File: config.mk
export PLATFORM = sky130hd
export DESIGN_NAME = rom_subsys
export DESIGN_NICKNAME = d
export VERILOG_FILES = /design/src/common/rom_pkg.sv /design/src/common/rom_slot_if.sv /design/src/rtl/dwnld_remap.sv /design/src/rtl/prog_writer.sv /design/src/rom_arb/rom_slot.sv /design/src/rom_arb/rom_arbiter.sv /design/src/rtl/rom_subsys.sv
export SDC_FILE = /design/constraint.sdc
export NUM_CORES = 1
export LEC_CHECK = 0
export BUFFER_PORTS_ARGS = -buffer_cell sky130_fd_sc_hd__buf_2
export CAP_MARGIN = 20
export CORE_MARGIN = 2
export CORE_UTILIZATION = 51
export DETAILED_ROUTE_END_ITERATION = 8
export MAX_ROUTING_LAYER = met4
export PLACE_DENSITY = 0.81
export REMOVE_ABC_BUFFERS = 1
export SLEW_MARGIN = 5
export SYNTH_ARGS = -nofsm -noshare
export SYNTH_HDL_FRONTEND = slang
export SYNTH_SLANG_ARGS = --single-unit
File: constraint.sdc
create_clock -name clk -period 3.7 [get_ports clk]
set_input_delay 0.74 -clock clk [delete_from_list [all_inputs] [get_ports clk]]
set_output_delay 0.74 -clock clk [all_outputs]
set_load 0.01 [all_outputs]
File: src/common/rom_pkg.sv
// ROM subsystem definitions
package rom_pkg;

    // SDRAM byte offsets of each ROM region
    localparam logic [21:0] SND_START  = 22'h01_0000;
    localparam logic [21:0] SCR_START  = 22'h01_4000;
    localparam logic [21:0] OBJ_START  = 22'h01_C000;

    // Loader byte offset where the colour PROMs begin
    localparam logic [24:0] PROM_START = 25'h02_C000;

    // Slot address widths as seen by the CPUs and the tile engine
    localparam int MAIN_AW  = 16;
    localparam int SND_AW   = 14;
    localparam int SCR_AW   = 13;

    // SDRAM word address width
    localparam int SDRAM_AW = 22;

    // Slot indices, scroll has the highest priority
    localparam logic [1:0] SLOT_MAIN = 2'd0;
    localparam logic [1:0] SLOT_SND  = 2'd1;
    localparam logic [1:0] SLOT_SCR  = 2'd2;

    // Arbiter FSM encodings
    localparam logic [1:0] ARB_IDLE  = 2'd0;
    localparam logic [1:0] ARB_REQ   = 2'd1;
    localparam logic [1:0] ARB_RECV  = 2'd2;

    // Byte view of one SDRAM read word
    typedef struct packed {
        logic [7:0] hi;
        logic [7:0] lo;     // even byte address
    } byte_pair_t;

    // One SDRAM read word, either half of a 32-bit fetch or two bytes
    typedef union packed {
        logic [15:0] whole;
        byte_pair_t  bytes;
    } sdram_word_u;

endpackage

File: src/common/rom_slot_if.sv
// ROM slot bus
interface rom_slot_if;

    // Client side
    logic [15:0]           addr;
    logic                  cs;
    logic                  ok;
    logic [31:0]           data;

    // Arbiter side
    logic                  req;
    logic                  grant;
    logic [21:0]           fetch_addr;
    rom_pkg::sdram_word_u  word;
    logic                  dst;
    logic                  rdy;
    logic                  wide;

    modport client (
        output addr, cs,
        input  ok, data
    );

    modport slot (
        input  addr, cs, grant, word, dst, rdy,
        output ok, data, req, fetch_addr, wide
    );

    modport arb (
        input  req, fetch_addr, wide,
        output grant, word, dst, rdy
    );

endinterface

File: src/rtl/dwnld_remap.sv
// Loader region remap
module dwnld_remap (
    input  logic [24:0] ioctl_addr,
    input  logic [ 7:0] ioctl_dout,
    output logic [24:0] dwn_addr,
    output logic [ 7:0] dwn_data,
    output logic        is_prom
);

    logic scr_rgn;
    logic obj_rgn;

    // Region decode on the raw loader address
    assign is_prom = ioctl_addr >= rom_pkg::PROM_START;
    assign scr_rgn = ioctl_addr >= {3'd0, rom_pkg::SCR_START} &&
                     ioctl_addr <  {3'd0, rom_pkg::OBJ_START};
    assign obj_rgn = ioctl_addr >= {3'd0, rom_pkg::OBJ_START} && !is_prom;

    always_comb begin
        dwn_data = ioctl_dout;
        dwn_addr = ioctl_addr;
        // Tile ROMs are stored with the nibbles the other way round
        if (scr_rgn) begin
            dwn_data = {ioctl_dout[3:0], ioctl_dout[7:4]};
        end
        // Object ROM lines are interleaved differently on the board
        if (obj_rgn) begin
            dwn_addr[15]  = ioctl_addr[0];
            dwn_addr[14]  = ioctl_addr[15];
            dwn_addr[0]   = ~ioctl_addr[14];
            dwn_addr[2:1] = ioctl_addr[5:4] + 2'd1;
            dwn_addr[6:3] = {ioctl_addr[6], ioctl_addr[3:1]};
        end
    end

endmodule

File: src/rtl/prog_writer.sv
// SDRAM programming writer
module prog_writer (
    input  logic        clk,
    input  logic        rst_n,
    input  logic        downloading,
    input  logic        ioctl_wr,
    input  logic [24:0] dwn_addr,
    input  logic [ 7:0] dwn_data,
    input  logic        is_prom,
    input  logic        sdram_ack,
    output logic [21:0] prog_addr,
    output logic [ 7:0] prog_data,
    output logic [ 1:0] prog_mask,
    output logic        prog_we,
    output logic        prom_we
);

    logic accept;

    assign accept = ioctl_wr && downloading;

    // Write strobes
    always_ff @(posedge clk or negedge rst_n) begin
        if (!rst_n) begin
            prog_we <= 1'b0;
            prom_we <= 1'b0;
        end else begin
            prom_we <= accept && is_prom;
            if (accept && !is_prom) begin
                prog_we <= 1'b1;
            end else if (sdram_ack) begin
                prog_we <= 1'b0;
            end
        end
    end

    // Byte, word address and lane mask
    always_ff @(posedge clk) begin
        if (accept) begin
            prog_data <= dwn_data;
            if (is_prom) begin
                // PROMs are byte wide, keep the byte offset
                prog_addr <= dwn_addr[21:0] - rom_pkg::PROM_START[21:0];
                prog_mask <= 2'b11;
            end else begin
                prog_addr <= dwn_addr[22:1];
                prog_mask <= dwn_addr[0] ? 2'b01 : 2'b10;
            end
        end
    end

    // The loader waits for the SDRAM before sending the next byte
    a_no_wr_while_busy: assert property (
        @(posedge clk) disable iff (!rst_n)
        ioctl_wr |-> !prog_we
    );

endmodule

File: src/rom_arb/rom_slot.sv
// ROM read slot with one-entry cache
module rom_slot (
    input  logic        clk,
    input  logic        rst_n,
    input  logic        downloading,
    input  logic [ 1:0] id,
    rom_slot_if.slot    bus
);

    logic        req;
    logic        busy;
    logic        valid;
    logic        ok;
    logic [15:0] tag;
    logic [31:0] data;
    logic        wide;
    logic        hit;
    logic        start;
    logic        fill_done;
    logic [21:0] fetch_addr;

    // Only the scroll slot fetches 32 bits
    assign wide = id == rom_pkg::SLOT_SCR;

    assign hit       = valid && tag == bus.addr;
    assign start     = bus.cs && !hit && !req && !busy && !downloading;
    assign fill_done = wide ? bus.rdy : bus.dst;

    // Word address of the pending fetch
    always_comb begin
        case (id)
            rom_pkg::SLOT_SND: fetch_addr = rom_pkg::SND_START[21:1] + {7'd0, tag[15:1]};
            rom_pkg::SLOT_SCR: fetch_addr = rom_pkg::SCR_START[21:1] + {5'd0, tag, 1'b0};
            default:           fetch_addr = {7'd0, tag[15:1]};
        endcase
    end

    always_ff @(posedge clk or negedge rst_n) begin
        if (!rst_n) begin
            req   <= 1'b0;
            busy  <= 1'b0;
            valid <= 1'b0;
            ok    <= 1'b0;
        end else begin
            ok <= !downloading && bus.cs && tag == bus.addr && (valid || fill_done);
            if (bus.grant || downloading) begin
                req <= 1'b0;
            end else if (start) begin
                req <= 1'b1;
            end
            if (bus.grant) begin
                busy <= 1'b1;
            end else if (fill_done) begin
                busy <= 1'b0;
            end
            // ROM contents change during a download
            if (downloading || start) begin
                valid <= 1'b0;
            end else if (fill_done) begin
                valid <= 1'b1;
            end
        end
    end

    // Tag and returned data
    always_ff @(posedge clk) begin
        if (start) begin
            tag <= bus.addr;
        end
        if (bus.dst) begin
            if (wide) begin
                data[15:0] <= bus.word.whole;
            end else begin
                data <= {24'd0, tag[0] ? bus.word.bytes.hi : bus.word.bytes.lo};
            end
        end
        if (bus.rdy) begin
            data[31:16] <= bus.word.whole;
        end
    end

    assign bus.req        = req;
    assign bus.ok         = ok;
    assign bus.data       = data;
    assign bus.wide       = wide;
    assign bus.fetch_addr = fetch_addr;

    // A grant only answers the request this slot held up to it
    a_grant_for_req: assert property (
        @(posedge clk) disable iff (!rst_n)
        bus.grant |-> req || busy
    );

endmodule

File: src/rom_arb/rom_arbiter.sv
// SDRAM read arbiter
module rom_arbiter (
    input  logic        clk,
    input  logic        rst_n,
    input  logic        downloading,
    rom_slot_if.arb     main_bus,
    rom_slot_if.arb     snd_bus,
    rom_slot_if.arb     scr_bus,
    output logic        sdram_req,
    output logic [21:0] sdram_addr,
    input  logic        sdram_ack,
    input  logic        data_dst,
    input  logic        data_rdy,
    input  logic [15:0] data_read
);

    logic [1:0] state;
    logic [1:0] sel;
    logic [1:0] pick;
    logic       any_req;
    logic       active;
    logic       sel_main;
    logic       sel_snd;
    logic       sel_scr;

    assign any_req = main_bus.req || snd_bus.req || scr_bus.req;

    // Fixed priority
    always_comb begin
        if (scr_bus.req) begin
            pick = rom_pkg::SLOT_SCR;
        end else if (snd_bus.req) begin
            pick = rom_pkg::SLOT_SND;
        end else begin
            pick = rom_pkg::SLOT_MAIN;
        end
    end

    always_ff @(posedge clk or negedge rst_n) begin
        if (!rst_n) begin
            state <= rom_pkg::ARB_IDLE;
            sel   <= rom_pkg::SLOT_MAIN;
        end else begin
            case (state)
                rom_pkg::ARB_IDLE: begin
                    if (any_req && !downloading) begin
                        sel   <= pick;
                        state <= rom_pkg::ARB_REQ;
                    end
                end
                rom_pkg::ARB_REQ: begin
                    if (sdram_ack) begin
                        state <= rom_pkg::ARB_RECV;
                    end
                end
                rom_pkg::ARB_RECV: begin
                    // Second burst word closes the fetch
                    if (data_rdy) begin
                        state <= rom_pkg::ARB_IDLE;
                    end
                end
                default: state <= rom_pkg::ARB_IDLE;
            endcase
        end
    end

    assign active    = state != rom_pkg::ARB_IDLE;
    assign sel_main  = active && sel == rom_pkg::SLOT_MAIN;
    assign sel_snd   = active && sel == rom_pkg::SLOT_SND;
    assign sel_scr   = active && sel == rom_pkg::SLOT_SCR;
    assign sdram_req = state == rom_pkg::ARB_REQ;

    always_comb begin
        case (sel)
            rom_pkg::SLOT_SCR: sdram_addr = scr_bus.fetch_addr;
            rom_pkg::SLOT_SND: sdram_addr = snd_bus.fetch_addr;
            default:           sdram_addr = main_bus.fetch_addr;
        endcase
    end

    // Grant only while the request is open
    assign main_bus.grant = sdram_req && sel_main;
    assign snd_bus.grant  = sdram_req && sel_snd;
    assign scr_bus.grant  = sdram_req && sel_scr;

    // Returned words go to the selected slot only
    assign main_bus.word = sel_main ? data_read : 16'd0;
    assign snd_bus.word  = sel_snd  ? data_read : 16'd0;
    assign scr_bus.word  = sel_scr  ? data_read : 16'd0;

    assign main_bus.dst = data_dst && sel_main;
    assign snd_bus.dst  = data_dst && sel_snd;
    assign scr_bus.dst  = data_dst && sel_scr;

    // Byte slots have no use for the second word
    assign main_bus.rdy = data_rdy && sel_main && main_bus.wide;
    assign snd_bus.rdy  = data_rdy && sel_snd  && snd_bus.wide;
    assign scr_bus.rdy  = data_rdy && sel_scr  && scr_bus.wide;

    // Burst words only arrive for an accepted read
    a_data_in_recv: assert property (
        @(posedge clk) disable iff (!rst_n)
        (data_dst || data_rdy) |-> state == rom_pkg::ARB_RECV
    );

endmodule

File: src/rtl/rom_subsys.sv
// ROM subsystem top level
module rom_subsys (
    input  logic                          clk,
    input  logic                          rst_n,
    input  logic                          downloading,
    // Loader
    input  logic [24:0]                   ioctl_addr,
    input  logic [ 7:0]                   ioctl_dout,
    input  logic                          ioctl_wr,
    output logic [rom_pkg::SDRAM_AW-1:0]  prog_addr,
    output logic [ 7:0]                   prog_data,
    output logic [ 1:0]                   prog_mask,
    output logic                          prog_we,
    output logic                          prom_we,
    // Main CPU
    input  logic [rom_pkg::MAIN_AW-1:0]   main_addr,
    input  logic                          main_cs,
    output logic                          main_ok,
    output logic [ 7:0]                   main_data,
    // Sound CPU
    input  logic [rom_pkg::SND_AW-1:0]    snd_addr,
    input  logic                          snd_cs,
    output logic                          snd_ok,
    output logic [ 7:0]                   snd_data,
    // Scroll tiles
    input  logic [rom_pkg::SCR_AW-1:0]    scr_addr,
    input  logic                          scr_cs,
    output logic                          scr_ok,
    output logic [31:0]                   scr_data,
    // SDRAM read port
    output logic                          sdram_req,
    output logic [rom_pkg::SDRAM_AW-1:0]  sdram_addr,
    input  logic                          sdram_ack,
    input  logic                          data_dst,
    input  logic                          data_rdy,
    input  logic [15:0]                   data_read
);

    logic [24:0] dwn_addr;
    logic [ 7:0] dwn_data;
    logic        is_prom;

    rom_slot_if main_if ();
    rom_slot_if snd_if ();
    rom_slot_if scr_if ();

    dwnld_remap u_remap (
        .ioctl_addr ( ioctl_addr ),
        .ioctl_dout ( ioctl_dout ),
        .dwn_addr   ( dwn_addr   ),
        .dwn_data   ( dwn_data   ),
        .is_prom    ( is_prom    )
    );

    prog_writer u_writer (
        .clk         ( clk         ),
        .rst_n       ( rst_n       ),
        .downloading ( downloading ),
        .ioctl_wr    ( ioctl_wr    ),
        .dwn_addr    ( dwn_addr    ),
        .dwn_data    ( dwn_data    ),
        .is_prom     ( is_prom     ),
        .sdram_ack   ( sdram_ack   ),
        .prog_addr   ( prog_addr   ),
        .prog_data   ( prog_data   ),
        .prog_mask   ( prog_mask   ),
        .prog_we     ( prog_we     ),
        .prom_we     ( prom_we     )
    );

    // Client side of each slot, high address bits held at zero
    assign main_if.addr = main_addr;
    assign main_if.cs   = main_cs;
    assign snd_if.addr  = {2'd0, snd_addr};
    assign snd_if.cs    = snd_cs;
    assign scr_if.addr  = {3'd0, scr_addr};
    assign scr_if.cs    = scr_cs;

    assign main_ok   = main_if.ok;
    assign main_data = main_if.data[7:0];
    assign snd_ok    = snd_if.ok;
    assign snd_data  = snd_if.data[7:0];
    assign scr_ok    = scr_if.ok;
    assign scr_data  = scr_if.data;

    rom_slot u_main_slot (
        .clk         ( clk                ),
        .rst_n       ( rst_n              ),
        .downloading ( downloading        ),
        .id          ( rom_pkg::SLOT_MAIN ),
        .bus         ( main_if.slot       )
    );

    rom_slot u_snd_slot (
        .clk         ( clk                ),
        .rst_n       ( rst_n              ),
        .downloading ( downloading        ),
        .id          ( rom_pkg::SLOT_SND  ),
        .bus         ( snd_if.slot        )
    );

    rom_slot u_scr_slot (
        .clk         ( clk                ),
        .rst_n       ( rst_n              ),
        .downloading ( downloading        ),
        .id          ( rom_pkg::SLOT_SCR  ),
        .bus         ( scr_if.slot        )
    );

    rom_arbiter u_arbiter (
        .clk         ( clk          ),
        .rst_n       ( rst_n        ),
        .downloading ( downloading  ),
        .main_bus    ( main_if.arb  ),
        .snd_bus     ( snd_if.arb   ),
        .scr_bus     ( scr_if.arb   ),
        .sdram_req   ( sdram_req    ),
        .sdram_addr  ( sdram_addr   ),
        .sdram_ack   ( sdram_ack    ),
        .data_dst    ( data_dst     ),
        .data_rdy    ( data_rdy     ),
        .data_read   ( data_read    )
    );

endmodule

# Yosys cells after proc, flatten, opt, wreduce, memory -nomap -nowiden
# Cells that the tools add are included.
[totals]
ff_bits = 141
wordCells = 160
output_inout_bits = 108
[classes]
bitwise = 1
n_eq_ne = 10
order_cmp = 4
reduce_logical = 77
addsub = 4
n_mux = 38
[op_table]
columns = ["operator", "n"]
rows = [
  ["2-to-1 mux 16 bit", 4],
  ["greater-or-equal comparator 25 x 17 -> 1 bit (second input constant)", 2],
  ["logical AND 1 bit", 40],
  ["one-hot mux 17 bit (2 select lines)", 1],
  ["greater-or-equal comparator 25 x 18 -> 1 bit (second input constant)", 1],
  ["< comparator 25 x 17 -> 1 bit (second input constant)", 1],
  ["2-to-1 mux 8 bit", 3],
  ["2-to-1 mux 22 bit", 1],
  ["nonzero test 2 bit", 11],
  ["subtractor 22 x 18 -> 22 bit (second input constant)", 1],
  ["2-to-1 mux 1 bit", 21],
  ["adder 16 x 13 -> 17 bit (first input constant)", 1],
  ["adder 16 x 14 -> 17 bit (first input constant)", 1],
  ["== test 16 bit", 1],
  ["== test 14 bit", 1],
  ["== test 13 bit", 1],
  ["2-to-1 mux 2 bit", 6],
  ["zero test 1 bit", 11],
  ["logical OR 1 bit", 11],
  ["2-to-1 mux 6 bit", 1],
  ["one-hot mux 2 bit (3 select lines)", 1],
  ["== test 2 x 1 -> 1 bit (second input constant)", 2],
  ["== test 2 bit (second input constant)", 2],
  ["zero test 2 bit", 2],
  ["other kinds (6)", 7],
]

# Depth between registers and ports, before layout
# Gate-level depths: netlist (run 1).
[depth]
depth_word = 9
ltp_mapped = 12

# Modules after synthesis
# Synthesis (run 1) repeated with hierarchy kept, for this count alone.
[unflattened]
cells_unflattened = 840
area_unflattened_um2 = 10299.9
[by_module_without_submodules]
columns = ["module", "seq_area_each_um2", "n_inst", "cells_per_inst", "area_per_inst_um2"]
rows = [
  ["rom_slot", 1541.5, 3, 164, 2349.8],
  ["prog_writer", 1011.0, 1, 87, 1458.9],
  ["rom_arbiter", 100.1, 1, 160, 1072.3],
  ["dwnld_remap", 0.0, 1, 99, 711.9],
  ["rom_subsys", 0.0, 1, 2, 7.5],
]

# Worst setup path before layout (run 1)
# Ideal clock, no wire load.
[synth_timing]
kind = "input-to-reg"
from = "input port snd_addr[10] (netlist bit)"
to = "register u_snd_slot.tag[0] (enable)"
path_slack_ns = 0.720
stages = 4
t_required_ns = 3.279
arrival_ns = 2.559
path_cell_list = "xor2_1 nor2_1 and4_1 nor4_1"
[synth_between]
elab_chain_len = 7
[synth_lines]
columns = ["element", "line", "text"]
rows = [
  ["from (decl)", "rom_subsys.sv:21", "input logic [rom_pkg::SND_AW-1:0] snd_addr,"],
  ["== test 14 bit", "rom_slot.sv:25", "assign hit = valid && tag == bus.addr;"],
  ["logical AND 1 bit", "rom_slot.sv:25", ""],
  ["zero test 1 bit", "rom_slot.sv:26", "assign start = bus.cs && !hit && !req && !busy && !downloading;"],
  ["logical AND 1 bit (4 in a row)", "rom_slot.sv:26", ""],
  ["via u_snd_slot.start", "rom_slot.sv:18", "logic start;"],
  ["to (signal assigned)", "rom_slot.sv:68", "tag <= bus.addr;"],
  ["to (decl)", "rom_slot.sv:14", "logic [15:0] tag;"],
]
# The timed path passes the listed nets, and every way through them passes these cells.
# A chain may end at the register's enable or synchronous reset.

# Worst setup path after layout (run 1)
[layout_timing]
from = "input port ioctl_addr[14]"
to = "register u_writer.prog_addr[20] (data pin)"
[layout_between]
elab_chain_len = 6
[layout_lines]
columns = ["element", "line", "text"]
rows = [
  ["from (decl)", "rom_subsys.sv:7", "input logic [24:0] ioctl_addr,"],
  ["greater-or-equal comparator 25 x 18 -> 1 bit", "dwnld_remap.sv:14", "assign is_prom = ioctl_addr >= rom_pkg::PROM_START;"],
  ["zero test 1 bit", "dwnld_remap.sv:17", "assign obj_rgn = ioctl_addr >= {3'd0, rom_pkg::OBJ_START} && !is_prom;"],
  ["logical AND 1 bit", "dwnld_remap.sv:17", ""],
  ["2-to-1 mux 6 bit or 2-to-1 mux 2 bit (tied branches)", "dwnld_remap.sv:27", "if (obj_rgn) begin"],
  ["subtractor 22 x 18 -> 22 bit", "prog_writer.sv:43", "prog_addr <= dwn_addr[21:0] - rom_pkg::PROM_START[21:0];"],
  ["2-to-1 mux 22 bit (*)", "prog_writer.sv:41", "if (is_prom) begin"],
  ["to (signal assigned)", "prog_writer.sv:43", ""],
  ["to (signal assigned)", "prog_writer.sv:46", "prog_addr <= dwn_addr[22:1];"],
  ["to (decl)", "prog_writer.sv:11", "output logic [21:0] prog_addr,"],
]
# Mark *: on every way between the ends. The rest lies on a longest branch, timed or not.

==> flow_summary.ini, run 1 <==
[timing]
fin_crit_sh_pct = 80.77
setup_violations = 0
hold_violations = 0
rsz0062_at_grt = false
fin_crit_ns = 2.989
slew_viol_final = 0
clock_skew_ns = 0.01033
fin_tns_setup_ns = 0
relSlewSlack_pct = 29.67
max_freq_mhz = 334.6
tightest_slew_ns = 1.053

[clocking]
clkLatencyLatePin_ns = 0.42
htreeDepth = 4
path_clk_slew_ns = 0.06
cts_tree = built
cts_buffers = 17
cts_num_sinks = 141
root_buffer = clkbuf_16
cts_resized = 0
cts_max_path_buffers = 2
cts_setup_buffers = 0
cts_hold_buf = 0

[final_layout]
final_cell_mix = buf_2 (203), edfxtp_1 (123), nor2_1 (46)
utilization_pct = 66.98
nets = 800
final_common_cell = buf_2
nFillCells = 869
area_delta_synth_final_pct = 27.36
drive_gt1_share_pct = 37.25
regArea_um2 = 4144
multi_input_area_um2 = 2049

[critical_path]
reg2reg_slack_ns = 0.92
required_ns = 3.84
critPathCaptureType = flip-flop
path_class = input port to flip-flop
r2r_end = u_scr_slot.bus.data[10]
worst_ep_arrival_time_ns = 3.13
crit_path_start = ioctl_addr[14]
cp-endpoint = u_writer.prog_addr[20]
rr_worst_depth = 4
worst_setup_path_start_kind = input port
reg2reg_from = u_arbiter.sel[0]
cp_max_fo = 22

[job]
maxCapViolations = 0

[synth]
syn-cell-area_um2 = 6344
synth_top_family_by_area = simple AND/OR/NAND/NOR gates
synthArstFlopShare_pct = 12.77
synth_mux_area_share_pct = 4.793
synth_fa_ha_area_share_pct = 0.9862
syn-instance-count = 485
synth-xor-area-share_pct = 6.489
yosysWarnings = 0
synth_compound_area_share_pct = 7.061
synthFlopType = edfxtp_1
synth_cell_types = 51
yosys.area_share.simple_pct = 12.37
avgSynthCellArea_um2 = 13.08
synth-edff-count = 123
ys_seq_area_share_pct = 65.33
synth-seq-cells = 141

[detailed_routing]
drt_iter0_drc = 336
antenna_left = 0
vias = 4725
wl_per_cell_um = 17.50
drt_wl_total_mm = 15.31
drtPass1Iterations = 6
drc = 0
post_drt_via_cell_ratio = 5.400

[global_routing]
antenna_found_initial = 1
grt_pass1_wl_mm = 23.85
grt_use_total_pct = 24.50
overflow = 0
grt_start_max_net_pins = 33
grt_pass1_vias = 4667

[placed_design]
placement.io_buffers = 203
place_congestion = 0.9618
place_hpwl_mm = 11.31

[die]
rows = 40
core_um2 = 12060
dieHeight_um = 115.5
die_area_um2 = 13350
start_util_pct = 52.59
die_w_um = 115.5
boundaryPins = 210

[pwr]
powerDensity_nw_per_um2 = 606.8
peakVddDrop_uv = 253.9
p_leak_nw = 3.323

[min_path]
hold_class = input port to asynchronous set/reset pin

[outcome]
status = complete, no violations
## sequential cells by signal, summed over array words and instances (netlist names), 2 cells and up
signal / cells
u_main_slot.bus.data: 8
u_snd_slot.tag: 14
u_writer.prog_addr: 22
u_scr_slot.bus.data: 32
u_main_slot.tag: 16
u_writer.prog_data: 8
u_scr_slot.tag: 13
u_arbiter.state: 2
u_writer.prog_mask: 2
u_arbiter.sel: 2
u_snd_slot.bus.data: 8
## power by group
group	switching, mW	internal [mW]	leakage [nW]
clock	0.636	1.01	0.273
combinational	0.752	0.453	1.67
sequential	0.100	1.96	1.38
total	1.49	3.41	3.32
## cell families (layout without fill, tap and decap cells)
kind of cell               after synthesis  after routing
and+or+nand+nor                        152            152
other                                    1              7
DFF                                    141            141
AOI/OAI and AO/OA                       73             73
buffers and inverters                   37            253
adders and majority gates                5              5
muxes                                   29             29
xor gates and xnor gates                47             47
## layer usage
metal  global-route usage, %  wire [um]  up-vias
li1                        -          -     2175
met1                   29.40       6056     2263
met3                   7.427       1473       26
met4                   9.558        284        0
met5                       -          0        -
met2                   39.06       7497      261
## critical path, cell delays in order
cell and delay, ns:
buf_2 0.15, a21o_1 0.20, and2_1 0.22, or2_4 0.37, nor2_2 0.19, mux2_1 0.35
ha_1 0.22, o21ai_0 0.34, nand2_1 0.13, xor2_1 0.15, nor2_1 0.05
## cells in the mapped netlist (3+ instances only)
master | instances | area (um2)
o21a_1 | 3 | 22.52
a211oi_1 | 3 | 22.52
buf_2 | 7 | 35.03
xor2_1 | 14 | 122.6
a22oi_1 | 12 | 90.09
inv_1 | 13 | 48.80
xnor2_1 | 33 | 289.0
and2_1 | 19 | 118.9
nand4_1 | 8 | 50.05
ha_1 | 5 | 62.56
edfxtp_1 | 123 | 3694
nor2_2 | 3 | 18.77
dfrtp_1 | 18 | 450.4
clkbuf_1 | 9 | 33.78
mux2i_1 | 18 | 180.2
mux2_2 | 10 | 112.6
a21oi_1 | 19 | 95.09
nand3_1 | 5 | 25.02
buf_4 | 6 | 45.04
o21ai_1 | 7 | 35.03
o21ai_0 | 14 | 70.07
o22ai_1 | 5 | 31.28
nor4_1 | 6 | 37.54
nand2_1 | 45 | 168.9
nor3_1 | 3 | 15.01
nor2_1 | 46 | 172.7
## cell type report
type	count	area share [%]
multi-input combinational	312	25.37
clock inverter	11	1.487
clock buffer	21	5.575
inverter	13	0.6040
sequential	141	51.29
antenna	1	0.03097
timing repair buffer	208	13.04
tap	168	2.602
## how the worst min path moves through the flow
stage,end,depth (start not counted),start
2_1_floorplan,u_arbiter.sel[0],0,rst_n
3_3_place_gp,u_writer.prog_we,1,u_writer.prog_we
3_5_place_dp,u_writer.prog_we,1,u_writer.prog_we
4_1_cts,u_scr_slot.valid,1,rst_n
5_1_grt,u_scr_slot.valid,1,rst_n
6_report,u_scr_slot.valid,1,rst_n
## through the flow
stage               cell area [um2]  power, mW  setup slack (ns)  instances  hold WS (ns)
detailed placement             7506      3.282            0.3585        842        0.4958
global route                   8079      5.142            0.5871        875        0.2744
global placement               7506      3.237            0.4401        842        0.4925
CTS                            8077      4.925            0.8007        874        0.2588
finish                         8079      4.902            0.7115        875        0.2584
floorplan                      6226      2.755            0.7201        466        0.4444
(Power assumes the default switching activity.)
==> run 2, diff against run 1 <==
--- a/config.mk
+++ b/config.mk
@@ -5,13 +5,14 @@
 export SDC_FILE = /design/constraint.sdc
 export NUM_CORES = 1
 export LEC_CHECK = 0
+export ABC_AREA = 1
 export BUFFER_PORTS_ARGS = -buffer_cell sky130_fd_sc_hd__buf_2
 export CAP_MARGIN = 20
 export CORE_MARGIN = 2
 export CORE_UTILIZATION = 51
 export DETAILED_ROUTE_END_ITERATION = 8
 export MAX_ROUTING_LAYER = met4
-export PLACE_DENSITY = 0.81
+export PLACE_DENSITY = 0.8
 export REMOVE_ABC_BUFFERS = 1
 export SLEW_MARGIN = 5
 export SYNTH_ARGS = -nofsm -noshare
==> constraint.sdc (replaced) <==
create_clock -name clk -period 2.9 [get_ports clk]
set_input_delay 0.58 -clock clk [delete_from_list [all_inputs] [get_ports clk]]
set_output_delay 0.58 -clock clk [all_outputs]
set_load 0.01 [all_outputs]
==> run 2 against run 1 <==
Net effect: global-route usage up 0.22 points; total power increased by 21%; register-to-register slack lost 0.28 ns; synthesized cell count up 18%; sequential power grew 27%; worst setup slack got worse by 0.47 ns.
==> flow_summary.ini, run 2 <==
[outcome]
status = complete, no violations

[clocking]
cts_num_sinks = 141
clkLatencyLatePin_ns = 0.42
cts_max_path_buffers = 2
cts_tree = built
cts_setup_buffers = 0
root_buffer = clkbuf_16
cts_buffers = 17
htreeDepth = 4
cts_hold_buf = 0
path_clk_slew_ns = 0.06
cts_resized = 0

[critical_path]
r2r_end = u_scr_slot.tag[1]
rr_worst_depth = 7
critPathCaptureType = output pin
cp_slowest_cell = ha_2
path_class = flip-flop to output pin
required_ns = 2.32
reg2reg_from = u_scr_slot.tag[2]
worst_ep_arrival_time_ns = 2.08
cp_max_fo = 16
critical_path.max_stage_delay_ns = 0.49
reg2reg_slack_ns = 0.64
worst_setup_path_start_kind = flip-flop
path_cells = inv_1, ha_2, nand2_1, o221ai_1, buf_2
cp_num_buf_inv = 2
crit_family = adder cells

[synth]
yosysWarnings = 0
synth_top_family_by_area = simple AND/OR/NAND/NOR gates
synth_top_area_share_pct = 57.28
synth-edff-count = 123
synthFlopType = edfxtp_1
synth_common_cells = edfxtp_1 (123), inv_1 (88), nand2_1 (77)
synth-seq-cells = 141
synth_compound_area_share_pct = 7.140
avgSynthCellArea_um2 = 11.27
synth_fa_ha_area_share_pct = 0.9701
synthArstFlopShare_pct = 12.77
syn-cell-area_um2 = 6449
ys_seq_area_share_pct = 64.26
synth-xor-area-share_pct = 4.754
yosysMostFrequentCell = edfxtp_1
syn-instance-count = 572
synthTopCellsByArea = edfxtp_1 (57%), dfrtp_1 (7.0%), inv_1 (5.1%), nand2_1 (4.5%), xnor2_1 (3.7%)
yosys.area_share.simple_pct = 14.45
synth_mux_area_share_pct = 1.552
yosysTopAreaCell = edfxtp_1
synth_cell_types = 34

[timing]
setup_violations = 0
fin_crit_ns = 2.662
fin_tns_setup_ns = 0
clock_skew_ns = 0.005196
fin_crit_sh_pct = 91.81
slew_viol_final = 0
relSlewSlack_pct = 23.30
hold_violations = 0
max_freq_mhz = 375.6
tightest_slew_ns = 1.146
rsz0062_at_grt = false
hold_ws_ns = 0.09237

[placed_design]
place_inst = 942
place_hpwl_mm = 12.05
place_congestion = 0.9382
placement.io_buffers = 203

[global_routing]
grt_pass1_wl_mm = 24.43
grt_start_max_net_pins = 33
grt_pass1_vias = 4960
grt_use_total_pct = 24.73
overflow = 0
antenna_found_initial = 0

[die]
rows = 41
dieHeight_um = 116.4
boundaryPins = 210
die_w_um = 116.4
core_um2 = 12470
start_util_pct = 51.73
die_area_um2 = 13560

[detailed_routing]
drt_iter0_drc = 313
antenna_left = 0
vias = 5065
wl_per_cell_um = 16.16
drt_wl_total_mm = 15.74
drc = 0
post_drt_via_cell_ratio = 5.200
drtPass1Iterations = 5

[final_layout]
final_common_cell = buf_2
reg_top3 = u_scr_slot.bus.data: 32 flops, u_writer.prog_addr: 22 flops, u_main_slot.tag: 16 flops
n_antenna_cell = 0
nets = 897
final_cells = 974
final_cell_mix = buf_2 (203), edfxtp_1 (123), inv_1 (88)
drive_gt1_share_pct = 34.79
largest_reg_flops = 32
largest_register = u_scr_slot.bus.data
area_delta_synth_final_pct = 27.59
nFillCells = 939

[pwr]
p_leak_nw = 3.741
total_power_mw = 5.950
powerDensity_nw_per_um2 = 723.2
peakVddDrop_uv = 395.0

[job]
maxCapViolations = 0

[min_path]
hold_class = input port to asynchronous set/reset pin
run 2: cell count changes in the layout (fill, tap and decap cells not counted), moves of 12 or more:
| cell | delta |
|---|---|
| inv_1 | +75 |
| o21ai_0 | +19 |
| nand3_1 | +14 |
| mux2i_1 | -17 |
| a31oi_1 | +15 |
| a22oi_1 | -12 |
| nor3_1 | +21 |
| nand2_1 | +32 |
| and2_1 | -19 |
run 2: how the worst max path moves through the flow:
| stage | startpoint | to | slack (ns) | depth (start not counted) |
|---|---|---|---|---|
| after floorplan | u_arbiter.sel[0] | u_scr_slot.bus.ok | 0.57 | 6 |
| after global placement | snd_addr[4] | u_snd_slot.tag[4] | 0.42 | 7 |
| after detailed placement | snd_addr[4] | u_snd_slot.tag[11] | 0.31 | 7 |
| after CTS | u_arbiter.sel[0] | sdram_addr[0] | 0.08 | 5 |
| after global routing | u_arbiter.sel[0] | sdram_addr[2] | 0.09 | 5 |
| final | u_arbiter.sel[0] | sdram_addr[2] | 0.24 | 5 |
run 2: stage by stage:
stage	area [um2]	util [%]	setup slack [ns]
floorplan	6362	-	0.5706
global placement	7661	61.46	0.4222
detailed placement	7672	61.55	0.3064
CTS	8218	65.92	0.07639
global route	8228	66.00	0.09068
finish	8228	66.00	0.2376
run 2: final cells by class:
type | instances | area [um2] | share of cell area [%]
inverter | 89 | 334.1 | 4.060
clock inverter | 14 | 120.1 | 1.460
tap | 172 | 215.2 | 2.616
multi-input combinational | 327 | 1887 | 22.93
sequential | 141 | 4144 | 50.36
clock buffer | 17 | 425.4 | 5.170
timing repair buffer | 214 | 1102 | 13.40
run 2: kinds of logic after synthesis:
| family | after synthesis |
|---|---|
| xor+xnor | 35 |
| flops | 141 |
| buf+inv | 109 |
| simple gates | 196 |
| other cells | 1 |
| compound gates | 76 |
| mux | 9 |
| fa+ha+maj | 5 |
run 2: per-layer routing:
layer	wire [um]	up-vias	global-route usage, %
met3	1538	29	8.147
li1	-	2378	-
met4	261	0	9.286
met2	7691	298	38.99
met1	6250	2360	29.77
met5	0	-	-
run 2: report_power, final:
group          switching, mW  internal, mW  leakage, nW
combinational          0.858         0.458         2.10
sequential            0.0878          2.53         1.38
clock                  0.846          1.17        0.261
total                   1.79          4.16         3.74
==> run 3, diff against run 2 <==
--- a/config.mk
+++ b/config.mk
@@ -9,10 +9,9 @@
 export BUFFER_PORTS_ARGS = -buffer_cell sky130_fd_sc_hd__buf_2
 export CAP_MARGIN = 20
 export CORE_MARGIN = 2
-export CORE_UTILIZATION = 51
+export CORE_UTILIZATION = 35
 export DETAILED_ROUTE_END_ITERATION = 8
 export MAX_ROUTING_LAYER = met4
-export PLACE_DENSITY = 0.8
 export REMOVE_ABC_BUFFERS = 1
 export SLEW_MARGIN = 5
 export SYNTH_ARGS = -nofsm -noshare
==> run 3 against run 2 <==
Net effect: hold slack lost 0.0033 ns; worst setup slack lost 0.053 ns; register-to-register slack gained 0.24 ns; sequential share of layout area shrank 0.64 points; final area grew 1.3%; clock-buffer cell count is the same; combinational power is essentially flat.
==> flow_summary.ini, run 3 (synthesis gave the netlist of run 2 again) <==
[outcome]
status = complete, no violations

[global_routing]
antenna_found_initial = 2
grt_use_met1_pct = 21.89
grt_start_max_net_pins = 33
grt_pass1_vias = 4643
overflow = 0
gr-max-usage-layer = met2
grt_use_total_pct = 17.13
grt_util_met3_pct = 4.921
grt_pass1_wl_mm = 24.97
grtUsageMet2_pct = 26.14

[pwr]
p_int_mw = 4.184
powerDensity_nw_per_um2 = 724.3
peakVddDrop_uv = 374.5
p_sw_mw = 1.852
combPwrFrac_pct = 21.9
swShare_pct = 30.68
pwr-share-seq_pct = 43.4
p_clk_share_pct = 34.7
p_leak_nw = 3.758

[critical_path]
worst_ep_arrival_time_ns = 2.14
reg2reg_from = u_main_slot.tag[0]
rr_worst_depth = 7
cp-endpoint = sdram_addr[2]
critPathCaptureType = output pin
worst_setup_path_start_kind = flip-flop
crit_family = adder cells
critical_path.max_stage_delay_ns = 0.49
r2r_end = u_main_slot.tag[5]
path_cells = inv_1, ha_2, nand2_1, o221ai_1, buf_2
crit_path_start = u_arbiter.sel[0]
required_ns = 2.32
cp_max_fo = 16
cp_num_buf_inv = 2
worstSetupPathDepth = 5
path_class = flip-flop to output pin
cp_slowest_cell = ha_2
reg2reg_slack_ns = 0.88

[placed_design]
place_hpwl_mm = 12.37
placement.io_buffers = 203
place_area_um2 = 7747
place_congestion = 0.9226

[final_layout]
nets = 899
largest_register = u_scr_slot.bus.data
nFillCells = 1703
drive_gt1_share_pct = 34.91
reg_top3 = u_scr_slot.bus.data: 32 flops, u_writer.prog_addr: 22 flops, u_main_slot.tag: 16 flops
final_common_cell = buf_2
finalInstanceArea_um2 = 8334
final_cell_mix = buf_2 (203), edfxtp_1 (123), inv_1 (88)
area_delta_synth_final_pct = 29.24
largest_reg_flops = 32

[clocking]
root_buffer = clkbuf_16
cts_setup_buffers = 0
path_clk_slew_ns = 0.06
htreeDepth = 4
cts_hold_buf = 0
clkLatencyLatePin_ns = 0.42
cts_num_sinks = 141
cts_tree = built
cts_buffers = 17
cts_max_path_buffers = 2

[detailed_routing]
drtPass1Iterations = 5
post_drt_via_cell_ratio = 4.698
drt_iter0_drc = 247
antenna_left = 0
drc = 0
wl_per_cell_um = 15.69
vias = 4867
drt_wl_total_mm = 16.26

[timing]
fin_crit_ns = 2.715
rsz0062_at_grt = false
slew_viol_final = 0
clock_skew_ns = 0.007351
setup_violations = 0
fin_crit_sh_pct = 93.62
relSlewSlack_pct = 51.88
max_freq_mhz = 368.3
fin_tns_setup_ns = 0
hold_violations = 0
tightest_slew_ns = 0.7128

[die]
die_w_um = 139.7
dieHeight_um = 139.7
rows = 49
die_area_um2 = 19530
core_um2 = 18020
start_util_pct = 35.78
boundaryPins = 210

[min_path]
hold_class = input port to asynchronous set/reset pin

[job]
maxCapViolations = 0
run 3: what timing repair did:
action	4_1_cts	5_1_grt
endpoints found under the setup margin	0	14
gates resized for setup	0	1
endpoints found under the hold margin	0	0
run 3: worst min-delay path by stage:
stage / endpoint / depth (start not counted) / start
2_1_floorplan: u_arbiter.sel[0] / 0 / rst_n
3_3_place_gp: u_writer.prog_we / 2 / u_writer.prog_we
3_5_place_dp: u_writer.prog_we / 2 / u_writer.prog_we
4_1_cts: u_arbiter.state[0] / 1 / rst_n
5_1_grt: u_snd_slot.bus.ok / 1 / rst_n
6_report: u_arbiter.state[0] / 1 / rst_n
run 3: power groups by stage:
| stage | logic, mW | registers (mW) | clock network [mW] |
|---|---|---|---|
| finish | 1.32 | 2.62 | 2.10 |
| global placement | 1.32 | 2.65 | 0 |
| detailed placement | 1.33 | 2.66 | 0 |
| floorplan | 0.652 | 2.72 | 0 |
| global route | 1.46 | 2.64 | 2.23 |
| CTS | 1.33 | 2.62 | 2.14 |
run 3: through the flow:
step	cells	total power [mW]	utilization, %	setup slack (ns)	hold slack [ns]
floorplan	557	3.374	-	0.5706	0.2844
global placement	1000	3.972	42.98	0.3332	0.4698
detailed placement	1000	3.988	42.98	0.2865	0.4842
CTS	1032	6.088	46.11	0.01412	0.09360
global route	1036	6.338	46.24	0.05737	0.1215
finish	1036	6.037	46.24	0.1850	0.08911
run 3: routing by layer:
metal	share of wire [%]	vias up
met5	0	-
met4	1.7	0
met3	7.9	20
met2	46	209
met1	44	2242
li1	-	2396
run 3: final cells by class:
class / instances / area, um2 / area share (%)
clock buffer: 17 / 425.4 / 5.104
antenna: 2 / 5.005 / 0.06005
timing repair buffer: 216 / 1114 / 13.36
sequential: 141 / 4144 / 49.72
clock inverter: 15 / 138.9 / 1.666
inverter: 89 / 334.1 / 4.008
multi-input combinational: 327 / 1887 / 22.64
tap: 229 / 286.5 / 3.438
